<file path="config.mk">
export PLATFORM = sky130hd
export DESIGN_NAME = axil_iob_csr_top
export DESIGN_NICKNAME = d
export VERILOG_FILES = /design/src/logic/axil_iob_pkg.sv /design/src/logic/axil2iob.sv /design/src/logic/axil_iob_csr_top.sv /design/src/logic/iob_csr_decode.sv /design/src/logic/iob_csr_file.sv /design/src/logic/iob_read_return.sv
export SDC_FILE = /design/constraint.sdc
export NUM_CORES = 1
export LEC_CHECK = 0
export BUFFER_PORTS_ARGS = -buffer_cell sky130_fd_sc_hd__buf_2
export CAP_MARGIN = 20
export CORE_MARGIN = 3
export CORE_UTILIZATION = 42
export CTS_CLUSTER_SIZE = 14
export DETAILED_ROUTE_END_ITERATION = 16
export PLACE_DENSITY = 0.74
export SLEW_MARGIN = 5
export SYNTH_ARGS = -nofsm -noshare
export SYNTH_HDL_FRONTEND = slang
export SYNTH_HIERARCHICAL = 1
export SYNTH_SLANG_ARGS = --single-unit
</file>
<file path="constraint.sdc">
create_clock -name clk_i -period 5.77 [get_ports clk_i]
set_input_delay 0.2885 -clock clk_i [delete_from_list [all_inputs] [get_ports clk_i]]
set_output_delay 0.2885 -clock clk_i [all_outputs]
set_load 0.02 [all_outputs]
</file>
<file path="src/logic/axil_iob_pkg.sv">
package axil_iob_pkg;

   // Data path width, fixed so the structs below have a fixed size
   localparam int DATA_W = 32;
   localparam int STRB_W = DATA_W / 8;

   // One register word and its byte strobes
   typedef logic [DATA_W-1:0] data_t;
   typedef logic [STRB_W-1:0] strb_t;

   // AXI response code
   typedef logic [1:0] resp_t;

   localparam resp_t RESP_OKAY = 2'b00;

   // Register word index, taken from address bits 3:2
   typedef logic [1:0] csr_idx_t;

   localparam csr_idx_t CSR_ID      = 2'd0;
   localparam csr_idx_t CSR_SCRATCH = 2'd1;
   localparam csr_idx_t CSR_CTRL    = 2'd2;
   localparam csr_idx_t CSR_COUNT   = 2'd3;

   // IOb native request, address travels beside it
   typedef struct packed {
      logic  avalid;
      data_t wdata;
      strb_t wstrb;
   } iob_req_t;

   // Decoded register access
   typedef struct packed {
      logic     hit;
      csr_idx_t idx;
      logic     we;
      logic     re;
      data_t    wdata;
      strb_t    wstrb;
   } csr_sel_t;

endpackage

</file>
<file path="src/logic/axil2iob.sv">
`timescale 1ns/1ps

module axil2iob #(
   parameter int ADDR_W = 12
) (
   input  logic                    clk_i,
   input  logic                    rst_i,

   // AXI4-Lite slave side
   input  logic [ADDR_W-1:0]       axil_awaddr_i,
   input  logic                    axil_awvalid_i,
   output logic                    axil_awready_o,
   input  axil_iob_pkg::data_t     axil_wdata_i,
   input  axil_iob_pkg::strb_t     axil_wstrb_i,
   input  logic                    axil_wvalid_i,
   output logic                    axil_wready_o,
   output axil_iob_pkg::resp_t     axil_bresp_o,
   output logic                    axil_bvalid_o,
   input  logic                    axil_bready_i,
   input  logic [ADDR_W-1:0]       axil_araddr_i,
   input  logic                    axil_arvalid_i,
   output logic                    axil_arready_o,
   output axil_iob_pkg::data_t     axil_rdata_o,
   output axil_iob_pkg::resp_t     axil_rresp_o,
   output logic                    axil_rvalid_o,
   input  logic                    axil_rready_i,

   // IOb master side
   output axil_iob_pkg::iob_req_t  iob_req_o,
   output logic [ADDR_W-1:0]       iob_addr_o,
   input  axil_iob_pkg::data_t     iob_rdata_i,
   input  logic                    iob_rvalid_i,
   input  logic                    iob_ready_i
);

   import axil_iob_pkg::*;

   logic write_en;
   logic bvalid_set;
   logic rvalid_q;

   assign write_en   = |axil_wstrb_i;
   assign bvalid_set = axil_awvalid_i & axil_wvalid_i;

   // Channel handshakes
   assign axil_awready_o = iob_ready_i & axil_wvalid_i;
   assign axil_wready_o  = iob_ready_i;
   assign axil_arready_o = iob_ready_i;
   assign axil_bresp_o   = RESP_OKAY;
   assign axil_rresp_o   = RESP_OKAY;
   assign axil_rdata_o   = iob_rdata_i;

   // IOb response passes straight through, the flag covers back-pressure
   assign axil_rvalid_o = iob_rvalid_i | rvalid_q;

   // Write address wins over read address
   assign iob_req_o.avalid = (bvalid_set & write_en) | axil_arvalid_i;
   assign iob_req_o.wdata  = axil_wdata_i;
   assign iob_req_o.wstrb  = axil_wvalid_i ? axil_wstrb_i : strb_t'(0);
   assign iob_addr_o       = axil_awvalid_i ? axil_awaddr_i : axil_araddr_i;

   // Write response flag
   always_ff @(posedge clk_i) begin
      if (rst_i) begin
         axil_bvalid_o <= 1'b0;
      end else if (bvalid_set | axil_bready_i) begin
         axil_bvalid_o <= bvalid_set;
      end
   end

   // Held read valid, only kept when the master is not ready yet
   always_ff @(posedge clk_i) begin
      if (rst_i) begin
         rvalid_q <= 1'b0;
      end else if (iob_rvalid_i | axil_rready_i) begin
         rvalid_q <= iob_rvalid_i & ~axil_rready_i;
      end
   end

endmodule

</file>
<file path="src/logic/axil_iob_csr_top.sv">
`timescale 1ns/1ps

module axil_iob_csr_top #(
   parameter int                  ADDR_W   = 12,
   parameter axil_iob_pkg::data_t ID_VALUE = 32'hC5A0_0001
) (
   input  logic                 clk_i,
   input  logic                 rst_i,
   input  logic [ADDR_W-1:0]    axil_awaddr_i,
   input  logic                 axil_awvalid_i,
   output logic                 axil_awready_o,
   input  axil_iob_pkg::data_t  axil_wdata_i,
   input  axil_iob_pkg::strb_t  axil_wstrb_i,
   input  logic                 axil_wvalid_i,
   output logic                 axil_wready_o,
   output axil_iob_pkg::resp_t  axil_bresp_o,
   output logic                 axil_bvalid_o,
   input  logic                 axil_bready_i,
   input  logic [ADDR_W-1:0]    axil_araddr_i,
   input  logic                 axil_arvalid_i,
   output logic                 axil_arready_o,
   output axil_iob_pkg::data_t  axil_rdata_o,
   output axil_iob_pkg::resp_t  axil_rresp_o,
   output logic                 axil_rvalid_o,
   input  logic                 axil_rready_i
);

   import axil_iob_pkg::*;

   iob_req_t          iob_req;
   logic [ADDR_W-1:0] iob_addr;
   data_t             iob_rdata;
   logic              iob_rvalid;
   logic              iob_ready;
   csr_sel_t          csr_sel;
   data_t             csr_rdata;

   axil2iob #(
      .ADDR_W(ADDR_W)
   ) i_bridge (
      .clk_i         (clk_i),
      .rst_i         (rst_i),
      .axil_awaddr_i (axil_awaddr_i),
      .axil_awvalid_i(axil_awvalid_i),
      .axil_awready_o(axil_awready_o),
      .axil_wdata_i  (axil_wdata_i),
      .axil_wstrb_i  (axil_wstrb_i),
      .axil_wvalid_i (axil_wvalid_i),
      .axil_wready_o (axil_wready_o),
      .axil_bresp_o  (axil_bresp_o),
      .axil_bvalid_o (axil_bvalid_o),
      .axil_bready_i (axil_bready_i),
      .axil_araddr_i (axil_araddr_i),
      .axil_arvalid_i(axil_arvalid_i),
      .axil_arready_o(axil_arready_o),
      .axil_rdata_o  (axil_rdata_o),
      .axil_rresp_o  (axil_rresp_o),
      .axil_rvalid_o (axil_rvalid_o),
      .axil_rready_i (axil_rready_i),
      .iob_req_o     (iob_req),
      .iob_addr_o    (iob_addr),
      .iob_rdata_i   (iob_rdata),
      .iob_rvalid_i  (iob_rvalid),
      .iob_ready_i   (iob_ready)
   );

   iob_csr_decode #(
      .ADDR_W(ADDR_W)
   ) i_decode (
      .clk_i      (clk_i),
      .rst_i      (rst_i),
      .iob_req_i  (iob_req),
      .iob_addr_i (iob_addr),
      .iob_ready_i(iob_ready),
      .sel_o      (csr_sel)
   );

   iob_csr_file #(
      .ID_VALUE(ID_VALUE)
   ) i_csr_file (
      .clk_i  (clk_i),
      .rst_i  (rst_i),
      .sel_i  (csr_sel),
      .rdata_o(csr_rdata)
   );

   iob_read_return i_read_return (
      .clk_i       (clk_i),
      .rst_i       (rst_i),
      .re_i        (csr_sel.re),
      .rdata_i     (csr_rdata),
      .iob_rdata_o (iob_rdata),
      .iob_rvalid_o(iob_rvalid),
      .iob_ready_o (iob_ready)
   );

endmodule

</file>
<file path="src/logic/iob_csr_decode.sv">
`timescale 1ns/1ps

module iob_csr_decode #(
   parameter int ADDR_W = 12
) (
   input  logic                    clk_i,
   input  logic                    rst_i,
   input  axil_iob_pkg::iob_req_t  iob_req_i,
   input  logic [ADDR_W-1:0]       iob_addr_i,
   input  logic                    iob_ready_i,
   output axil_iob_pkg::csr_sel_t  sel_o
);

   import axil_iob_pkg::*;

   logic     accept;
   logic     is_write;
   logic     addr_hit;
   logic     rd_pend_q;
   csr_idx_t idx;

   // Only the four words at the bottom of the map are decoded
   assign idx      = csr_idx_t'(iob_addr_i[3:2]);
   assign addr_hit = ~|iob_addr_i[ADDR_W-1:4];
   assign is_write = |iob_req_i.wstrb;

   // No new request while a read result is still on its way
   assign accept = iob_req_i.avalid & iob_ready_i & ~rd_pend_q;

   // Unmapped reads still strobe so they come back as zero
   assign sel_o.hit   = addr_hit;
   assign sel_o.idx   = idx;
   assign sel_o.we    = accept & is_write & addr_hit;
   assign sel_o.re    = accept & ~is_write;
   assign sel_o.wdata = iob_req_i.wdata;
   assign sel_o.wstrb = iob_req_i.wstrb;

   always_ff @(posedge clk_i) begin
      if (rst_i) begin
         rd_pend_q <= 1'b0;
      end else begin
         rd_pend_q <= accept & ~is_write;
      end
   end

endmodule

</file>
<file path="src/logic/iob_csr_file.sv">
`timescale 1ns/1ps

module iob_csr_file #(
   parameter axil_iob_pkg::data_t ID_VALUE = 32'hC5A0_0001
) (
   input  logic                    clk_i,
   input  logic                    rst_i,
   input  axil_iob_pkg::csr_sel_t  sel_i,
   output axil_iob_pkg::data_t     rdata_o
);

   import axil_iob_pkg::*;

   data_t scratch_q;
   data_t ctrl_q;
   data_t count_q;
   logic  wr_scratch;
   logic  wr_ctrl;
   logic  wr_count;

   // Replace only the strobed bytes
   function automatic data_t merge_bytes(data_t cur, data_t nxt, strb_t strb);
      data_t res;
      res = cur;
      for (int b = 0; b < STRB_W; b++) begin
         if (strb[b]) begin
            res[8*b +: 8] = nxt[8*b +: 8];
         end
      end
      return res;
   endfunction

   assign wr_scratch = sel_i.we && (sel_i.idx == CSR_SCRATCH);
   assign wr_ctrl    = sel_i.we && (sel_i.idx == CSR_CTRL);
   assign wr_count   = sel_i.we && (sel_i.idx == CSR_COUNT);

   always_ff @(posedge clk_i) begin
      if (wr_scratch) begin
         scratch_q <= merge_bytes(scratch_q, sel_i.wdata, sel_i.wstrb);
      end
   end

   always_ff @(posedge clk_i) begin
      if (rst_i) begin
         ctrl_q <= '0;
      end else if (wr_ctrl) begin
         ctrl_q <= merge_bytes(ctrl_q, sel_i.wdata, sel_i.wstrb);
      end
   end

   // Counter, a write of any value clears it
   always_ff @(posedge clk_i) begin
      if (rst_i) begin
         count_q <= '0;
      end else if (wr_count) begin
         count_q <= '0;
      end else if (ctrl_q[0]) begin
         count_q <= count_q + 1'b1;
      end
   end

   // Read mux
   always_comb begin
      rdata_o = '0;
      if (sel_i.hit) begin
         case (sel_i.idx)
            CSR_ID:      rdata_o = ID_VALUE;
            CSR_SCRATCH: rdata_o = scratch_q;
            CSR_CTRL:    rdata_o = ctrl_q;
            CSR_COUNT:   rdata_o = count_q;
            default:     rdata_o = '0;
         endcase
      end
   end

endmodule

</file>
<file path="src/logic/iob_read_return.sv">
`timescale 1ns/1ps

module iob_read_return (
   input  logic                 clk_i,
   input  logic                 rst_i,
   input  logic                 re_i,
   input  axil_iob_pkg::data_t  rdata_i,
   output axil_iob_pkg::data_t  iob_rdata_o,
   output logic                 iob_rvalid_o,
   output logic                 iob_ready_o
);

   import axil_iob_pkg::*;

   data_t rdata_q;

   // Data is held after the pulse so a stalled AXI master still sees it
   always_ff @(posedge clk_i) begin
      if (re_i) begin
         rdata_q <= rdata_i;
      end
   end

   // One cycle valid pulse per read
   always_ff @(posedge clk_i) begin
      if (rst_i) begin
         iob_rvalid_o <= 1'b0;
      end else begin
         iob_rvalid_o <= re_i;
      end
   end

   assign iob_rdata_o = rdata_q;

   // Busy while the result is returned
   assign iob_ready_o = ~iob_rvalid_o;

endmodule

</file>
Word level (Yosys, flattened, before mapping)
Cells that the tools add are included.

Input port bits: 67. Logic and storage cells: 53. Flip-flop bits (word level): 131. Output and inout port bits: 41.

Reductions and logical operators: 17. Add/sub/neg operators: 1. Multiplexer cells: 3. Bitwise operators: 16. Eq/ne operators: 3.

Operator list (number): $pmux W32 S4 (1); $add A32 B1 Y32 const B (1); $reduce_and A2 Y1 (8); $mux W12 (1); $and A1 B1 Y1 (9); $reduce_or A4 Y1 (2); $reduce_or A8 Y1 (1); $eq A2 B2 Y1 const B (2); $mux W4 (1); $or A1 B1 Y1 (4); $logic_and A1 B1 Y1 (3); $not A1 Y1 (3); $eq A2 B1 Y1 const B (1); $logic_not A2 Y1 (1); $reduce_or A2 Y1 (1); $logic_not A1 Y1 (1).

Longest topological paths before layout
Depth in word-level cells: 9. Depth in mapped cells: 11. Depth with buffers taken out: 8.

Modules after synthesis
Netlist, hierarchy kept.

Modules (own cells, without submodules): iob_csr_file (area an instance 4490.6 um2, times used 1, seq. area each 2242.2 um2, cells each 477); iob_read_return (area an instance 998.5 um2, times used 1, seq. area each 980.9 um2, cells each 35); axil2iob (area an instance 833.3 um2, times used 1, seq. area each 40.0 um2, cells each 98); iob_csr_decode (area an instance 386.6 um2, times used 1, seq. area each 20.0 um2, cells each 48).

Worst setup path after synthesis
No wires, ideal clock.

Path kind: input port to flip-flop. Start point: input axil_wstrb_i[1]. End point: register i_read_return.rdata_q[0], in the netlist i_read_return/iob_rdata_o[0], enable pin. Path buffers: 0. Setup time: 0.423 ns. Required time: 5.347 ns. Slack: 2.931 ns. Arrival time: 2.416 ns. Stages on the path: 3. Cells stage by stage: and2_1 > or4_1 > nor2_1.

RTL lines: from (decl) (RTL line axil_iob_csr_top.sv:13) `input axil_iob_pkg::strb_t axil_wstrb_i,`; to (signal assigned) (RTL line iob_read_return.sv:20) `rdata_q <= rdata_i;`; to (decl) (RTL line iob_read_return.sv:15) `data_t rdata_q;`.

==> summary.md <==
| Metric | Value |
|---|---|
| Status | `completed` |
| Port Buf Inserts | `99` |
| Endpoint class of the critical path | `register` |
| Worst Skew | `9.27 ps` |
| Crit-path max cell delay | `700 ps` |
| Routed via count divided by cell count | `5.04` |
| Clock Tree Buf Depth | `2` |
| Detailed Place HPWL | `8840 um` |
| Final std cells w/o fill | `865` |
| Maximum clock rate | `349 MHz` |
| Endpoints failing hold | `0` |
| Total Wirelength | `13400 um` |
| Layout fillers | `1456` |
| Ratio of total power to cell area | `301 nW/um^2` |
| Worst hold path class | `primary input to register` |
| Die outline width | `132 um` |
| H-tree levels | `4` |
| Post-layout nets | `709` |
| Peak VDD IR | `0.186 mV` |
| Number of global-route vias before repair | `4284` |
| Placed Instances | `833` |
| Routed wire per std cell | `15.5 um` |
| Unrepaired setup endpoints after global routing | `false` |
| Arr. time, crit path | `2890 ps` |
| Cell at the slowest stage of the critical path | `sky130_fd_sc_hd__nor2_1` |
| Yosys Warn Count | `6` |
| Instance area after placement | `6510 um^2` |
| Hold slack final | `33.8 ps` |
| Destination of the worst hold path | `i_bridge/rvalid_q$_SDFFE_PP0P_` |
| Tot GR Track Use | `0.158` |
| Endpoint of the most critical register-to-register path | `i_csr_file/scratch_q[14]$_DFFE_PP_` |
| Leakage power | `2.52 nW` |
| Tcrit/Tclk final | `0.496` |
| Number of routed nets with antenna violations | `0` |
| Wire length of the first global-routing pass | `22000 um` |
| Data required, critical path | `5800 ps` |
| Worst reg2reg startpoint | `i_read_return/iob_rvalid_o$_SDFF_PP0_` |
| Final Instance Area | `7060 um^2` |
| Die span in y | `132 um` |
| Area of the core | `15400 um^2` |
| CTS resizes | `0` |
| Category of the worst setup path launch point | `primary input` |
| Residual DRC | `0` |
| Critical path class | `primary input to register` |
| Cell count after synthesis | `656` |
| R2R Setup Slk | `3380 ps` |
| Least-Margin Pin Slew | `1020 ps` |
| Grt ovf | `0` |
| Clock insertion delay at the later pin of the skew report | `410 ps` |
| Max_cap viols | `0` |
| Clock Tree Root | `sky130_fd_sc_hd__clkbuf_16` |
| Number of buffers created by CTS | `17` |
| Number of rows created at floorplan | `45` |
| Length in cells of the worst reg-to-reg path | `5` |
| Number of failing setup endpoints in the final timing report | `0` |
| Mean cell area of the mapped netlist | `10.2 um^2` |
| Detailed-route via count | `4358` |
| I/O pin total | `108` |
| Number of buffers added to fix hold violations after cts | `0` |
| First drt pass iteration count | `5` |
| CTS tree | `done` |
| Area added between synthesis and finish | `5.69%` |
| Depth of the worst hold-timing path | `2` |
| Period minus WS final | `2860 ps` |
| Tightest slew margin relative to the limit | `0.316` |
| Die Area | `17500 um^2` |
| HP Start | `axil_rready_i` |
| Maximum number of pins on one net before global-route repair | `39` |
| Final weighted congestion in routability-driven placement | `0.784` |
| Number of design-rule violations left by the first detailed-router iteration | `211` |
| Worst Path Max Fanout | `11` |
| Util after Layout | `0.460` |
| Clk sink count | `132` |
| Post CTS Setup Buffer Count | `0` |
| Initial Utilization | `0.435` |
| Diodes inserted | `0` |
| Initial antenna violation count | `1` |
| Clock Pin Slew Worst Setup and Hold Paths | `50 ps` |
| Share of post-route cells with drive strength above 1 | `0.274` |
| Post-synthesis instance area | `6680 um^2` |
| Series of cell instances along the critical path | `buf_2 -> mux2_1 -> or4_4 -> nor4b_4 -> nand2_1 -> nor2_1` |
| Total count of max-transition violations in the final report | `0` |
| Fin Setup TNS | `0 ps` |
## metrics by stage
step                worst slack, ps  total power, W
global placement               2550         0.00114
detailed placement             2490         0.00114
global route                   2750         0.00220
floorplan                      2930         0.00114
finish                         2910         0.00212
CTS                            2920         0.00215
## cell type report
cell class | count | area, um^2 | area share
Clock inverter | 7 | 83.8 | 0.0119
Timing Repair Buffer | 101 | 510 | 0.0723
Multi-Input combinational cell | 384 | 2440 | 0.345
Sequential cell | 132 | 3280 | 0.465
Inverter | 5 | 18.8 | 0.00266
Clock buffer | 25 | 465 | 0.0659
Tap cell | 211 | 264 | 0.0374
## worst max path at each step
| stage | from | endpoint | slack [ps] | cells past startpoint |
|---|---|---|---|---|
| after CTS | axil_awvalid_i | i_csr_file/scratch_q[9]$_DFFE_PP_ | 2920 | 6 |
| after global routing | axil_awvalid_i | i_csr_file/scratch_q[9]$_DFFE_PP_ | 2750 | 6 |
| after detailed placement | axil_awvalid_i | i_csr_file/scratch_q[10]$_DFFE_PP_ | 2490 | 6 |
| final | axil_awvalid_i | i_csr_file/scratch_q[14]$_DFFE_PP_ | 2910 | 6 |
| after floorplan | axil_wstrb_i[1] | i_read_return/iob_rdata_o[0]$_DFFE_PP_ | 2930 | 3 |
| after global placement | axil_awvalid_i | i_csr_file/count_q[30]$_SDFFE_PP0P_ | 2550 | 7 |
## power breakdown
part           leakage [nW]  switching [W]  internal [W]
clock                 0.270       0.000362      0.000642
combinational          1.08      0.0000791     0.0000497
sequential             1.17     0.00000185      0.000990
## worst max-delay path: cells and delay by family
| family | cells | cell delay, ps |
|---|---|---|
| buffers and inverters | 1 | 270 |
| multiplexers | 1 | 370 |
| AND/OR/NAND/NOR | 4 | 1970 |
## per-layer routing
layer  up-vias  track usage  wire [um]
met5         -            0          7
met4         2       0.0601        184
met3        19       0.0477        771
met2       127        0.256       6500
met1      2030        0.200       5920
li1       2180            -          -
## sequential cells by signal, summed over array words and instances (netlist names)
register	count
i_bridge/axil_bvalid_o	1
i_bridge/rvalid_q	1
i_csr_file/count_q	32
i_csr_file/ctrl_q	32
i_csr_file/scratch_q	32
i_decode/rd_pend_q	1
i_read_return/iob_rdata_o	32
i_read_return/iob_rvalid_o	1
## cell usage in the layout, fill, tap and decap left out, drive strengths merged, types with 9 or more instances in the layout
cell type,instances
a21oi,54
a22oi,25
buf,101
clkbuf,25
dfxtp,68
edfxtp,64
mux2,36
nand2,83
nand3,12
nand4,11
nor2,30
nor2b,27
o21ai,17
or3,9
or4,9
xnor2,9
Power figures use the tool's default switching activity.
